### config.mk
export PLATFORM = sky130hd
export DESIGN_NAME = rab_ctrl_regs
export DESIGN_NICKNAME = d
export VERILOG_FILES = /design/src/hdl/pram_pkg.sv /design/src/hdl/rab_ctrl_regs.sv
export VERILOG_INCLUDE_DIRS = /design/src /design/src/hdl
export SDC_FILE = /design/constraint.sdc
export NUM_CORES = 1
export LEC_CHECK = 0
export BUFFER_PORTS_ARGS = -buffer_cell sky130_fd_sc_hd__buf_2
export CAP_MARGIN = 20
export CELL_PAD_IN_SITES_DETAIL_PLACEMENT = 0
export CELL_PAD_IN_SITES_GLOBAL_PLACEMENT = 1
export CORE_AREA = 2 2 59 55
export DETAILED_ROUTE_END_ITERATION = 10
export DIE_AREA = 0 0 61 57
export GPL_ROUTABILITY_DRIVEN = 0
export PLACE_DENSITY_LB_ADDON = 0.1
export REMOVE_ABC_BUFFERS = 1
export SYNTH_ARGS = -nofsm -noshare
export SYNTH_HDL_FRONTEND = slang
export SYNTH_SLANG_ARGS = --single-unit
### constraint.sdc
create_clock -name sys_clk -period 1.5 [get_ports sys_clk]
set_clock_uncertainty 0.1 [all_clocks]
set_input_delay 0.15 -clock sys_clk [delete_from_list [all_inputs] [get_ports sys_clk]]
set_output_delay 0.15 -clock sys_clk [all_outputs]
set_load 0.02 [all_outputs]
### src/hdl/pram_macros.svh
`ifndef PRAM_MACROS_SVH
`define PRAM_MACROS_SVH

// host register map, 9-bit register addresses
`define PRAM_REG_CTRL      9'h010
`define PRAM_REG_ADDR_H    9'h01a
`define PRAM_REG_ADDR_L    9'h01b
`define PRAM_REG_DATA      9'h01c

// program RAM size in address bits (16 KB)
`define PRAM_AW            14

// control register bit positions
// hold bit set keeps the MCU in reset and gives the RAM port to the host
`define PRAM_CTRL_HOLD_BIT 0
// mode bit: 0 sequential write, 1 sequential read
`define PRAM_CTRL_MODE_BIT 1

`endif

### src/hdl/pram_pkg.sv
package pram_pkg;

  // one data byte on host bus, RAM and fetch bus
  typedef logic [7:0] byte_t;

  // full 16-bit program address of the MCU
  typedef logic [15:0] pram_addr_t;

  // host register address
  typedef logic [8:0] rab_addr_t;

endpackage

### src/hdl/rab_ctrl_regs.sv
`timescale 1ns/1ns
`include "pram_macros.svh"

module rab_ctrl_regs (
  input  logic                sys_clk,
  input  logic                sys_rst,
  input  logic                rab_write,
  input  logic                rab_read,
  input  pram_pkg::rab_addr_t rab_addr,
  input  pram_pkg::byte_t     rab_wdata,
  output logic                mcu_hold,
  output logic                prog_mode,
  input  pram_pkg::byte_t     loader_rdata,
  input  logic                loader_ack,
  output pram_pkg::byte_t     rab_rdata,
  output logic                rab_ack
);

  pram_pkg::byte_t ctrl_reg;
  pram_pkg::byte_t ctrl_rdata;
  logic            ctrl_ack;
  logic            ctrl_sel;
  logic            hit_ctrl;

  assign hit_ctrl = (rab_addr == `PRAM_REG_CTRL);

  assign mcu_hold  = ctrl_reg[`PRAM_CTRL_HOLD_BIT];
  assign prog_mode = ctrl_reg[`PRAM_CTRL_MODE_BIT];

  // MCU starts out held in reset, sequential write mode
  always_ff @(posedge sys_clk or posedge sys_rst) begin
    if (sys_rst) begin
      ctrl_reg                      <= 8'h00;
      ctrl_reg[`PRAM_CTRL_HOLD_BIT] <= 1'b1;
    end else if (rab_write && hit_ctrl) begin
      ctrl_reg <= rab_wdata;
    end
  end

  always_ff @(posedge sys_clk or posedge sys_rst) begin
    if (sys_rst) begin
      ctrl_rdata <= 8'h00;
      ctrl_ack   <= 1'b0;
      ctrl_sel   <= 1'b0;
    end else begin
      ctrl_ack <= (rab_write | rab_read) & hit_ctrl;
      if (rab_read) begin
        // remember who answered the last read so the data holds
        ctrl_sel <= hit_ctrl;
      end
      if (rab_read && hit_ctrl) begin
        ctrl_rdata <= ctrl_reg;
      end
    end
  end

  // merge own response with the loader's
  assign rab_rdata = ctrl_sel ? ctrl_rdata : loader_rdata;
  assign rab_ack   = ctrl_ack | loader_ack;

endmodule

==> flow_summary.yaml <==
finish:
  mostFrequentLayoutCells: "buf_2 (32), mux2_2 (17), dfrtp_1 (16)"
  areaGrowthSynthToFinish_pct: 64.73
  mostFrequentLayoutCell: "buf_2"
  final_layout_size_suffix_gt1_share_pct: 71.30
  antenna_cells: 0
  fin_nets: 146
critical_path:
  timing.critical_path.from_type: "register"
  timing.critical_path.required_ns: 1.25
  worst_ep_arrival_ns: 1.34
  path_max_fanout: 5
  worst-r2r-cell-count: 1
  worstSetupPathType: "reg2out"
  critical_path_capture_point_type: "output port"
routing:
  dr.first_iter.drc_count: 10
  via_count: 647
  detailedRoute.firstPassIterationCount: 2
  avgViaCountPerCell: 4.121
  route.antenna.remaining_nets: 0
  drc: 0
  wirelength_um: 1761
  wire_length_per_cell_after_detailed_routing_um: 11.22
clocking:
  clk_path_buf_depth: 2
  clock-sinks: 18
  cts.clk_slew.worst_paths_ns: 0.10
  tritoncts: "built"
  clkLatencyLatePin_ns: 0.29
  clock_tree.htree_level_count: 1
  cts_made_buffers: 3
  cts-root-buf: "clkbuf_4"
global_routing:
  antenna_found_initial: 0
  use_met3_pct: 3.175
  grt_remaining_overflow: 0
  globalRouteTotalUtil_pct: 11.59
  grtUsageMet2_pct: 19.51
  grt_first_pass_wirelength_um: 2898
  grtUsageMet1_pct: 13.34
  busiest_layer: "met2"
  grt_pass1_vias: 659
  largest_net_degree_at_the_start_of_global_routing: 19
pwr:
  seq_pwr_share_pct: 52.4
  p_int_mw: 0.7323
  total_leakage_power_nw: 0.7312
  total_power_mw: 0.9455
  max-vdd-ir-drop_mv: 0.2864
  power.switching_mw: 0.2132
  power_frac_comb_pct: 16.3
  power.switching_fraction_pct: 22.55
  clock_power_share_pct: 31.4
  power_per_cell_area_mw_per_mm2: 700.4
yosys:
  post_synthesis_instance_area_um2: 819.5
  syn_inst_count: 55
  synth.yosys.seq_area_share_pct: 55.11
  yosys_warnings: 0
  avgSynthCellArea_um2: 14.90
  post_synth_num_cell_types: 13
  postSynthRegisterBits: 18
floorplanning:
  io_pins: 41
  dieArea_mm2: 0.003477
  initial_cell_density_of_the_core_pct: 28.03
  core_region_area_mm2: 0.002924
  die-width_um: 61
  floorplan.die.height_um: 57
  core.rowCount: 19
hold_path:
  min-delay-path-class: "in2reg"
  timing.hold.worst_path_depth: 3
sta:
  final_min_period_over_clock_period_pct: 105.8
  timing.max_slew.rel_slack_pct: 78.97
  tmin_final_ns: 1.587
  rsz_0062_raised_after_global_routing: "yes"
  timing.final.hold_violations: 0
  worstMarginPinSlew_ns: 0.3147
  holdWs_ns: 0.1023
  final.setup.worst_slack_ns: -0.08673
  achievable-frequency_ghz: 0.6302
  timing.final.setup_violations: 8
  final_max_slew_viol_count: 0
status:
  run_status: "finished, violations left"
  violations: "setup timing"
run:
  maxCapViolCount: 0
place:
  portBuffers: 40
  hpwl_dp_um: 1275
## path summary, 6_finish.rpt
kind	startpoint	endpoint	slack, ns
max	ctrl_sel$_DFFE_PP0P_	rab_rdata[7]	-0.09
min	rab_addr[5]	ctrl_ack$_DFF_PP0_	0.10
max reg2reg	ctrl_rdata[3]$_DFFE_PP0P_	ctrl_rdata[3]$_DFFE_PP0P_	0.62
min reg2reg	ctrl_reg[6]$_DFFE_PP0P_	ctrl_rdata[6]$_DFFE_PP0P_	0.41
max in group asynchronous	sys_rst	ctrl_reg[0]$_DFFE_PP1P_	0.74
min in group asynchronous	sys_rst	ctrl_rdata[1]$_DFFE_PP0P_	0.30
## cell usage after synthesis
cell / count / area (µm²)
o21ai_0: 1 / 5.000
nor3_1: 1 / 5.000
nor2_1: 2 / 7.510
mux2_2: 24 / 270.3
nand4_2: 2 / 25.02
dfstp_2: 1 / 26.28
or2_2: 1 / 6.260
dfrtp_1: 17 / 425.4
nor4_1: 1 / 6.260
clkbuf_1: 1 / 3.750
and3_2: 1 / 7.510
nor4b_4: 1 / 23.77
inv_1: 2 / 7.510
## routing by layer
metal  vias to the layer above  share of wire, %
met5                         -                 0
met3                         4               6.5
met4                         0               1.9
met2                        22                49
met1                       300                43
li1                        321                 -
## cell type report
cell class | instances | area, µm²
flip-flops and latches | 18 | 452.9
well taps | 42 | 52.55
fillers | 291 | 1574
multi-input cells | 34 | 382.9
repair buffers | 57 | 417.9
inverters | 2 | 7.507
clock buffers | 4 | 36.28
## stage by stage
stage	setup TNS (ns)	cells	area (µm²)	setup slack [ns]	util [%]
after floorplan	0	54	815.8	0.2350	-
after global placement	-0.07913	141	1106	-0.01186	37.83
after detailed placement	-0.3959	141	1106	-0.05621	37.83
after CTS	-0.7247	157	1308	-0.09937	44.72
after global routing	-1.259	157	1350	-0.1651	46.17
final	-0.6065	157	1350	-0.08673	46.17
## power groups by stage
stage	combinational (mW)	clock [mW]	sequential [mW]
6_report	0.154	0.296	0.495
5_1_grt	0.168	0.352	0.496
4_1_cts	0.147	0.320	0.495
2_1_floorplan	0.0499	0	0.505
3_3_place_gp	0.113	0	0.504
3_5_place_dp	0.114	0	0.504
## worst max-delay path: stages (launching register included)
cell and delay, ns:
dfrtp_2 0.47, buf_6 0.15, mux2_4 0.30, buf_6 0.13
## cell families (layout without fill, tap and decap cells)
family	Yosys count	in the layout	share of synthesized area [%]
buffers and inverters	3	63	1.374
muxes	24	24	32.98
DFF	18	18	55.12
and+or+nand+nor	9	9	9.924
AOI/OAI and AO/OA	1	1	0.6101
## timing repair
item,4_1_cts,5_1_grt
setup endpoints to repair,8,8
buffers inserted,2,0
hold buffers,10,0
gates resized for setup,16,12
endpoints found under the hold margin,27,0
pin swaps,0,0
gates cloned,0,0
(Power assumes the default switching activity.)
