`config.mk`:
```
export PLATFORM = sky130hd
export DESIGN_NAME = pram_if
export DESIGN_NICKNAME = d
export VERILOG_FILES = /design/src/hdl/pram_pkg.sv /design/src/hdl/pram_if.sv
export VERILOG_INCLUDE_DIRS = /design/src /design/src/hdl
export SDC_FILE = /design/constraint.sdc
export NUM_CORES = 1
export LEC_CHECK = 0
export BUFFER_PORTS_ARGS = -buffer_cell sky130_fd_sc_hd__buf_2
export CAP_MARGIN = 10
export CORE_ASPECT_RATIO = 1.25
export CORE_MARGIN = 5
export CORE_UTILIZATION = 47
export CTS_CLUSTER_SIZE = 12
export DETAILED_ROUTE_END_ITERATION = 12
export PLACE_DENSITY = 0.8
export RECOVER_POWER = 100
export SLEW_MARGIN = 30
export SYNTH_ARGS = -nofsm -noshare
export SYNTH_HDL_FRONTEND = slang
export SYNTH_SLANG_ARGS = --single-unit
```
`constraint.sdc`:
```
create_clock -name sys_clk -period 1.7 [get_ports sys_clk]
set_clock_uncertainty 0.2 [all_clocks]
set_input_delay 0.17 -clock sys_clk [delete_from_list [all_inputs] [get_ports sys_clk]]
set_output_delay 0.17 -clock sys_clk [all_outputs]
set_load 0.005 [all_outputs]
```
`src/hdl/pram_macros.svh`:
```
`ifndef PRAM_MACROS_SVH
`define PRAM_MACROS_SVH

// host register map, 9-bit register addresses
`define PRAM_REG_CTRL      9'h010
`define PRAM_REG_ADDR_H    9'h01a
`define PRAM_REG_ADDR_L    9'h01b
`define PRAM_REG_DATA      9'h01c

// program RAM size in address bits (16 KB)
`define PRAM_AW            14

// control register bit positions
// hold bit set keeps the MCU in reset and gives the RAM port to the host
`define PRAM_CTRL_HOLD_BIT 0
// mode bit: 0 sequential write, 1 sequential read
`define PRAM_CTRL_MODE_BIT 1

`endif

```
`src/hdl/pram_pkg.sv`:
```
package pram_pkg;

  // one data byte on host bus, RAM and fetch bus
  typedef logic [7:0] byte_t;

  // full 16-bit program address of the MCU
  typedef logic [15:0] pram_addr_t;

  // host register address
  typedef logic [8:0] rab_addr_t;

endpackage

```
`src/hdl/pram_if.sv`:
```
`timescale 1ns/1ns
`include "pram_macros.svh"

module pram_if (
  input  logic                 sys_clk,
  input  logic                 sys_rst,
  input  logic                 mcu_hold,
  input  logic                 prog_mode,
  input  logic                 rab_write,
  input  logic                 rab_read,
  input  pram_pkg::rab_addr_t  rab_addr,
  input  pram_pkg::byte_t      rab_wdata,
  output pram_pkg::byte_t      loader_rdata,
  output logic                 loader_ack,
  input  pram_pkg::byte_t      pram_rdata,
  output logic                 pram_wen,
  output logic                 pram_cen,
  output pram_pkg::pram_addr_t pram_addr,
  output pram_pkg::byte_t      pram_wdata,
  input  pram_pkg::pram_addr_t memaddr,
  input  logic                 mempsrd,
  output pram_pkg::byte_t      romdata,
  output logic                 mempsrd_d
);

  pram_pkg::byte_t      prog_addr_h;
  pram_pkg::byte_t      prog_addr_l;
  pram_pkg::byte_t      prog_data;
  pram_pkg::pram_addr_t ramaddr;
  logic                 wr_1st_flag;
  logic                 prog_ram_wr;
  logic                 prog_ram_rd;
  logic                 prog_ram_rd_d;

  logic hit_h;
  logic hit_l;
  logic hit_d;
  logic set_l;
  logic wr_data_stb;
  logic rd_data_stb;

  // register decode
  assign hit_h = (rab_addr == `PRAM_REG_ADDR_H);
  assign hit_l = (rab_addr == `PRAM_REG_ADDR_L);
  assign hit_d = (rab_addr == `PRAM_REG_DATA);

  assign set_l       = rab_write & hit_l;
  // data window strobes, qualified by the loader mode
  assign wr_data_stb = rab_write & hit_d & ~prog_mode;
  assign rd_data_stb = rab_read & hit_d & prog_mode;

  // RAM port goes to the fetch bus once the MCU is released
  assign pram_addr  = mcu_hold ? ramaddr : memaddr;
  assign pram_cen   = mcu_hold ? ~(prog_ram_wr | prog_ram_rd) : mempsrd;
  assign pram_wen   = mcu_hold ? ~prog_ram_wr : 1'b1;
  assign pram_wdata = prog_data;

  // nothing is stored above 16 KB
  assign romdata = (memaddr[15:`PRAM_AW] == '0) ? pram_rdata : 8'h00;

  always_ff @(posedge sys_clk or posedge sys_rst) begin
    if (sys_rst) begin
      prog_addr_h <= 8'h00;
      prog_addr_l <= 8'h00;
    end else if (rab_write && hit_h) begin
      prog_addr_h <= rab_wdata;
    end else if (set_l) begin
      prog_addr_l <= rab_wdata;
    end
  end

  // write buffer in write mode, prefetch holder in read mode
  always_ff @(posedge sys_clk) begin
    if (prog_ram_rd_d) begin
      prog_data <= pram_rdata;
    end else if (wr_data_stb) begin
      prog_data <= rab_wdata;
    end
  end

  // first data write after a low byte starts at the loaded address
  always_ff @(posedge sys_clk or posedge sys_rst) begin
    if (sys_rst) begin
      wr_1st_flag <= 1'b0;
    end else if (set_l && !prog_mode) begin
      wr_1st_flag <= 1'b1;
    end else if (wr_data_stb) begin
      wr_1st_flag <= 1'b0;
    end
  end

  always_ff @(posedge sys_clk or posedge sys_rst) begin
    if (sys_rst) begin
      ramaddr <= 16'h0000;
    end else if (set_l && prog_mode) begin
      // prefetch starts from the incoming low byte
      ramaddr <= {prog_addr_h, rab_wdata};
    end else if (wr_data_stb) begin
      ramaddr <= wr_1st_flag ? {prog_addr_h, prog_addr_l} : ramaddr + 16'd1;
    end else if (rd_data_stb) begin
      ramaddr <= ramaddr + 16'd1;
    end
  end

  // one-cycle RAM access pulses, only while the host owns the port
  always_ff @(posedge sys_clk or posedge sys_rst) begin
    if (sys_rst) begin
      prog_ram_wr   <= 1'b0;
      prog_ram_rd   <= 1'b0;
      prog_ram_rd_d <= 1'b0;
    end else begin
      prog_ram_wr   <= wr_data_stb & mcu_hold;
      prog_ram_rd   <= ((set_l & prog_mode) | rd_data_stb) & mcu_hold;
      prog_ram_rd_d <= prog_ram_rd;
    end
  end

  // host read data and ack
  always_ff @(posedge sys_clk or posedge sys_rst) begin
    if (sys_rst) begin
      loader_rdata <= 8'h00;
      loader_ack   <= 1'b0;
    end else begin
      loader_ack <= (rab_write | rab_read) & (hit_h | hit_l | hit_d);
      if (rab_read && hit_h) begin
        loader_rdata <= prog_addr_h;
      end else if (rab_read && hit_l) begin
        loader_rdata <= prog_addr_l;
      end else if (rab_read && hit_d) begin
        loader_rdata <= prog_data;
      end
    end
  end

  // fetch strobe sampled on the falling edge
  always_ff @(negedge sys_clk or posedge sys_rst) begin
    if (sys_rst) begin
      mempsrd_d <= 1'b1;
    end else begin
      mempsrd_d <= mempsrd;
    end
  end

endmodule

```
==> results_dict.tcl <==
set metrics [dict create \
    violations "setup timing" \
    routed_wl_mm 10.7 \
    grt_max_degree 46 \
    port_buffers 91 \
    placeableCoreArea_um2 6520 \
    synth_nets 354 \
    cts_htree_levels 2 \
    pre_cts_ws_ns -0.167 \
    critPathCaptureType "output port" \
    synth_most_common_cell "dfrtp_1" \
    num-fill-cells 495 \
    layout_setup_ws_ns -0.476 \
    synth_xor_xnor_area_share_pct 0.562 \
    dp.cells 515 \
    drive_gt1_share_pct 49.8 \
    ys_async_sr_fraction_pct 85.2 \
    grt_pass1_wl_mm 15.6 \
    cp.arrival_ns 1.81 \
    rsz0062_at_grt "true" \
    start_kind "flip-flop" \
    hold_viol 0 \
    cp_num_buf_inv 1 \
    muxShareOfSynthArea_pct 19.6 \
    dp_hpwl_mm 6.78 \
    cp_top_family "flip-flops" \
    status "complete, but fails checks" \
    final_cell_area_um2 4530 \
    max_slew_margin_pct 50.8 \
    final-setup-viol-count 23 \
    clk_latency_ns 0.31 \
    crit_type "reg -> out" \
    track_usage_pct 23.1 \
    fin_hold_ws_ns 0.0242 \
    drv_cap 0 \
    pin_count 92 \
    drc 0 \
    drtAntennaViolNets 0 \
    antenna_found_initial 0 \
    cpPeakStageDelay_ns 0.51 \
    power_leakage_nw 2.09 \
    synth_cell_types 51 \
    grt_pass1_vias 3139 \
    grt_overflow_total 0 \
    ys_ff_latch 54 \
    rows 33 \
    synth_area_per_cell_um2 10.2 \
    dr.pass1.iters 5 \
    crit_slowest_cell "dfstp_2" \
    synth-edff-count 8 \
    synth-compound-area-share_pct 15.2 \
    clk_pin_slew_ns 0.10 \
    vias 3207 \
    initial_core_util_pct 47.8 \
    wire_per_inst_um 19.4 \
    synth_fa_ha_area_share_pct 0.401 \
    clock_path_buffers 2 \
    syn_area_um2 3120 \
    crit_fanout 1 \
    netlist_top_cells_area "dfrtp_1 36%, mux2_2 14%, edfxtp_1 7.7%" \
    cts-root-buf "clkbuf_8" \
    hold_class "in -> reg" \
    dieHeight_um 101 \
    final_cells 549 \
    ir_drop_mv 0.312 \
    cts_buffers 5 \
    crit_chain "buf_6" \
    synth_top_family_by_area "multiplexers" \
    syn_inst 305 \
    p_per_area_nw_per_um2 552 \
    required_ns 1.33 \
    clock_sinks 54 \
    synth_common_cells "45 x dfrtp_1, 40 x mux2_2, 26 x nand2_1" \
    ys.flop_type "dfrtp_1" \
    gp_congestion 0.942 \
    viasPerCell 5.84 \
    fin_setup_tns_ns -2.79 \
    die_w_um 82.8 \
    place_area_um2 3990 \
    syn_to_final_growth_pct 45.4 \
    yosys.area_share.simple_pct 16.3 \
    tightest_slew_ns 0.738 \
    fin_nets 510 \
    cts_tree "yes" \
    synth_top_area_share_pct 36.1 \
    drtIter0Drc 308 \
    yosys_warnings 0 \
    diodes 0 \
    yosysTopAreaCell "dfrtp_1" \
    die_area_um2 8370 \
    drv_slew 0 \
    yosysSeqAreaShare_pct 44.7 \
]
==> path summary, 6_finish.rpt <==
path	start	end	slack (ns)	depth (start not counted)
min in group asynchronous	sys_rst	prog_ram_wr	0.44	4
min	pram_rdata[4]	pram_wdata[4]	0.02	2
min reg2reg	prog_ram_rd	prog_ram_rd_d	0.20	0
max reg2reg	ramaddr[0]	ramaddr[15]	-0.29	6
max	mempsrd_d	mempsrd_d	-0.48	1
max in group asynchronous	sys_rst	mempsrd_d	0.24	3
==> registers in the layout, summed over array words and instances, names as in the netlist, 8 cells and up <==
| name | flops |
|---|---|
| pram_wdata | 8 |
| loader_rdata | 8 |
| prog_addr_h | 8 |
| ramaddr | 16 |
| prog_addr_l | 8 |
==> cell families after synthesis <==
kind of cell / after synthesis
fa+ha+maj: 1
xor+xnor: 2
mux: 56
flops: 54
simple gates: 98
compound gates: 72
buf+inv: 22
==> area by class of cell <==
class                           count  area [µm²]  share of cell area (%)
Multi-Input combinational cell    229        1840                    40.6
Sequential cell                    54        1390                    30.7
Timing Repair Buffer              164        1070                    23.6
Tap cell                           87         109                    2.40
Clock buffer                        5        68.8                    1.52
Inverter                            6        26.3                   0.580
Clock inverter                      4        25.0                   0.552
==> power by group <==
group	switching, mW	internal, mW	leakage, nW	total, mW
combinational	0.181	0.217	1.36	0.398
sequential	0.0285	1.34	0.682	1.37
clock	0.440	0.293	0.0495	0.733
total	0.649	1.85	2.09	2.50
==> per-stage QoR <==
step	total power, mW	utilization (%)
floorplan	1.54	-
global placement	1.72	61.1
detailed placement	1.73	61.1
CTS	2.48	67.0
global route	2.60	69.4
finish	2.50	69.4
==> routing by layer <==
layer / global-route usage [%] / part of all wire [%]
met3: 4.82 / 6.7
met2: 40.2 / 51
met1: 26.2 / 37
met5: 0 / 0
met4: 13.3 / 5.5
==> cells in the final DEF (no fill, tap or decap), types with 4 or more instances in the layout <==
cell type / synthesis / routed
edfxtp_1: 8 / 8
dfrtp_1: 45 / 45
mux2i_1: 16 / 15
a21oi_2: 0 / 4
buf_4: 2 / 31
o22ai_1: 6 / 5
nor2_1: 24 / 19
dlygate4sd3_1: 0 / 17
o21ai_1: 6 / 7
clkbuf_8: 0 / 5
a21oi_1: 18 / 14
buf_6: 1 / 15
nand3_2: 0 / 6
and2_1: 12 / 6
inv_1: 7 / 6
clkbuf_2: 0 / 7
nand2_1: 26 / 23
o21ai_0: 14 / 11
clkbuf_1: 7 / 15
and2_0: 0 / 5
nand4_1: 5 / 5
mux2_2: 40 / 38
buf_2: 5 / 76
==> timing repair <==
action,4_1_cts,5_1_grt
endpoints found under the hold margin,70,0
buffers inserted,6,5
endpoints found under the setup margin,7,18
gates cloned,1,0
hold buffers,17,0
pin swaps,9,34
resized for setup,17,50
Power figures use the tool's default switching activity.
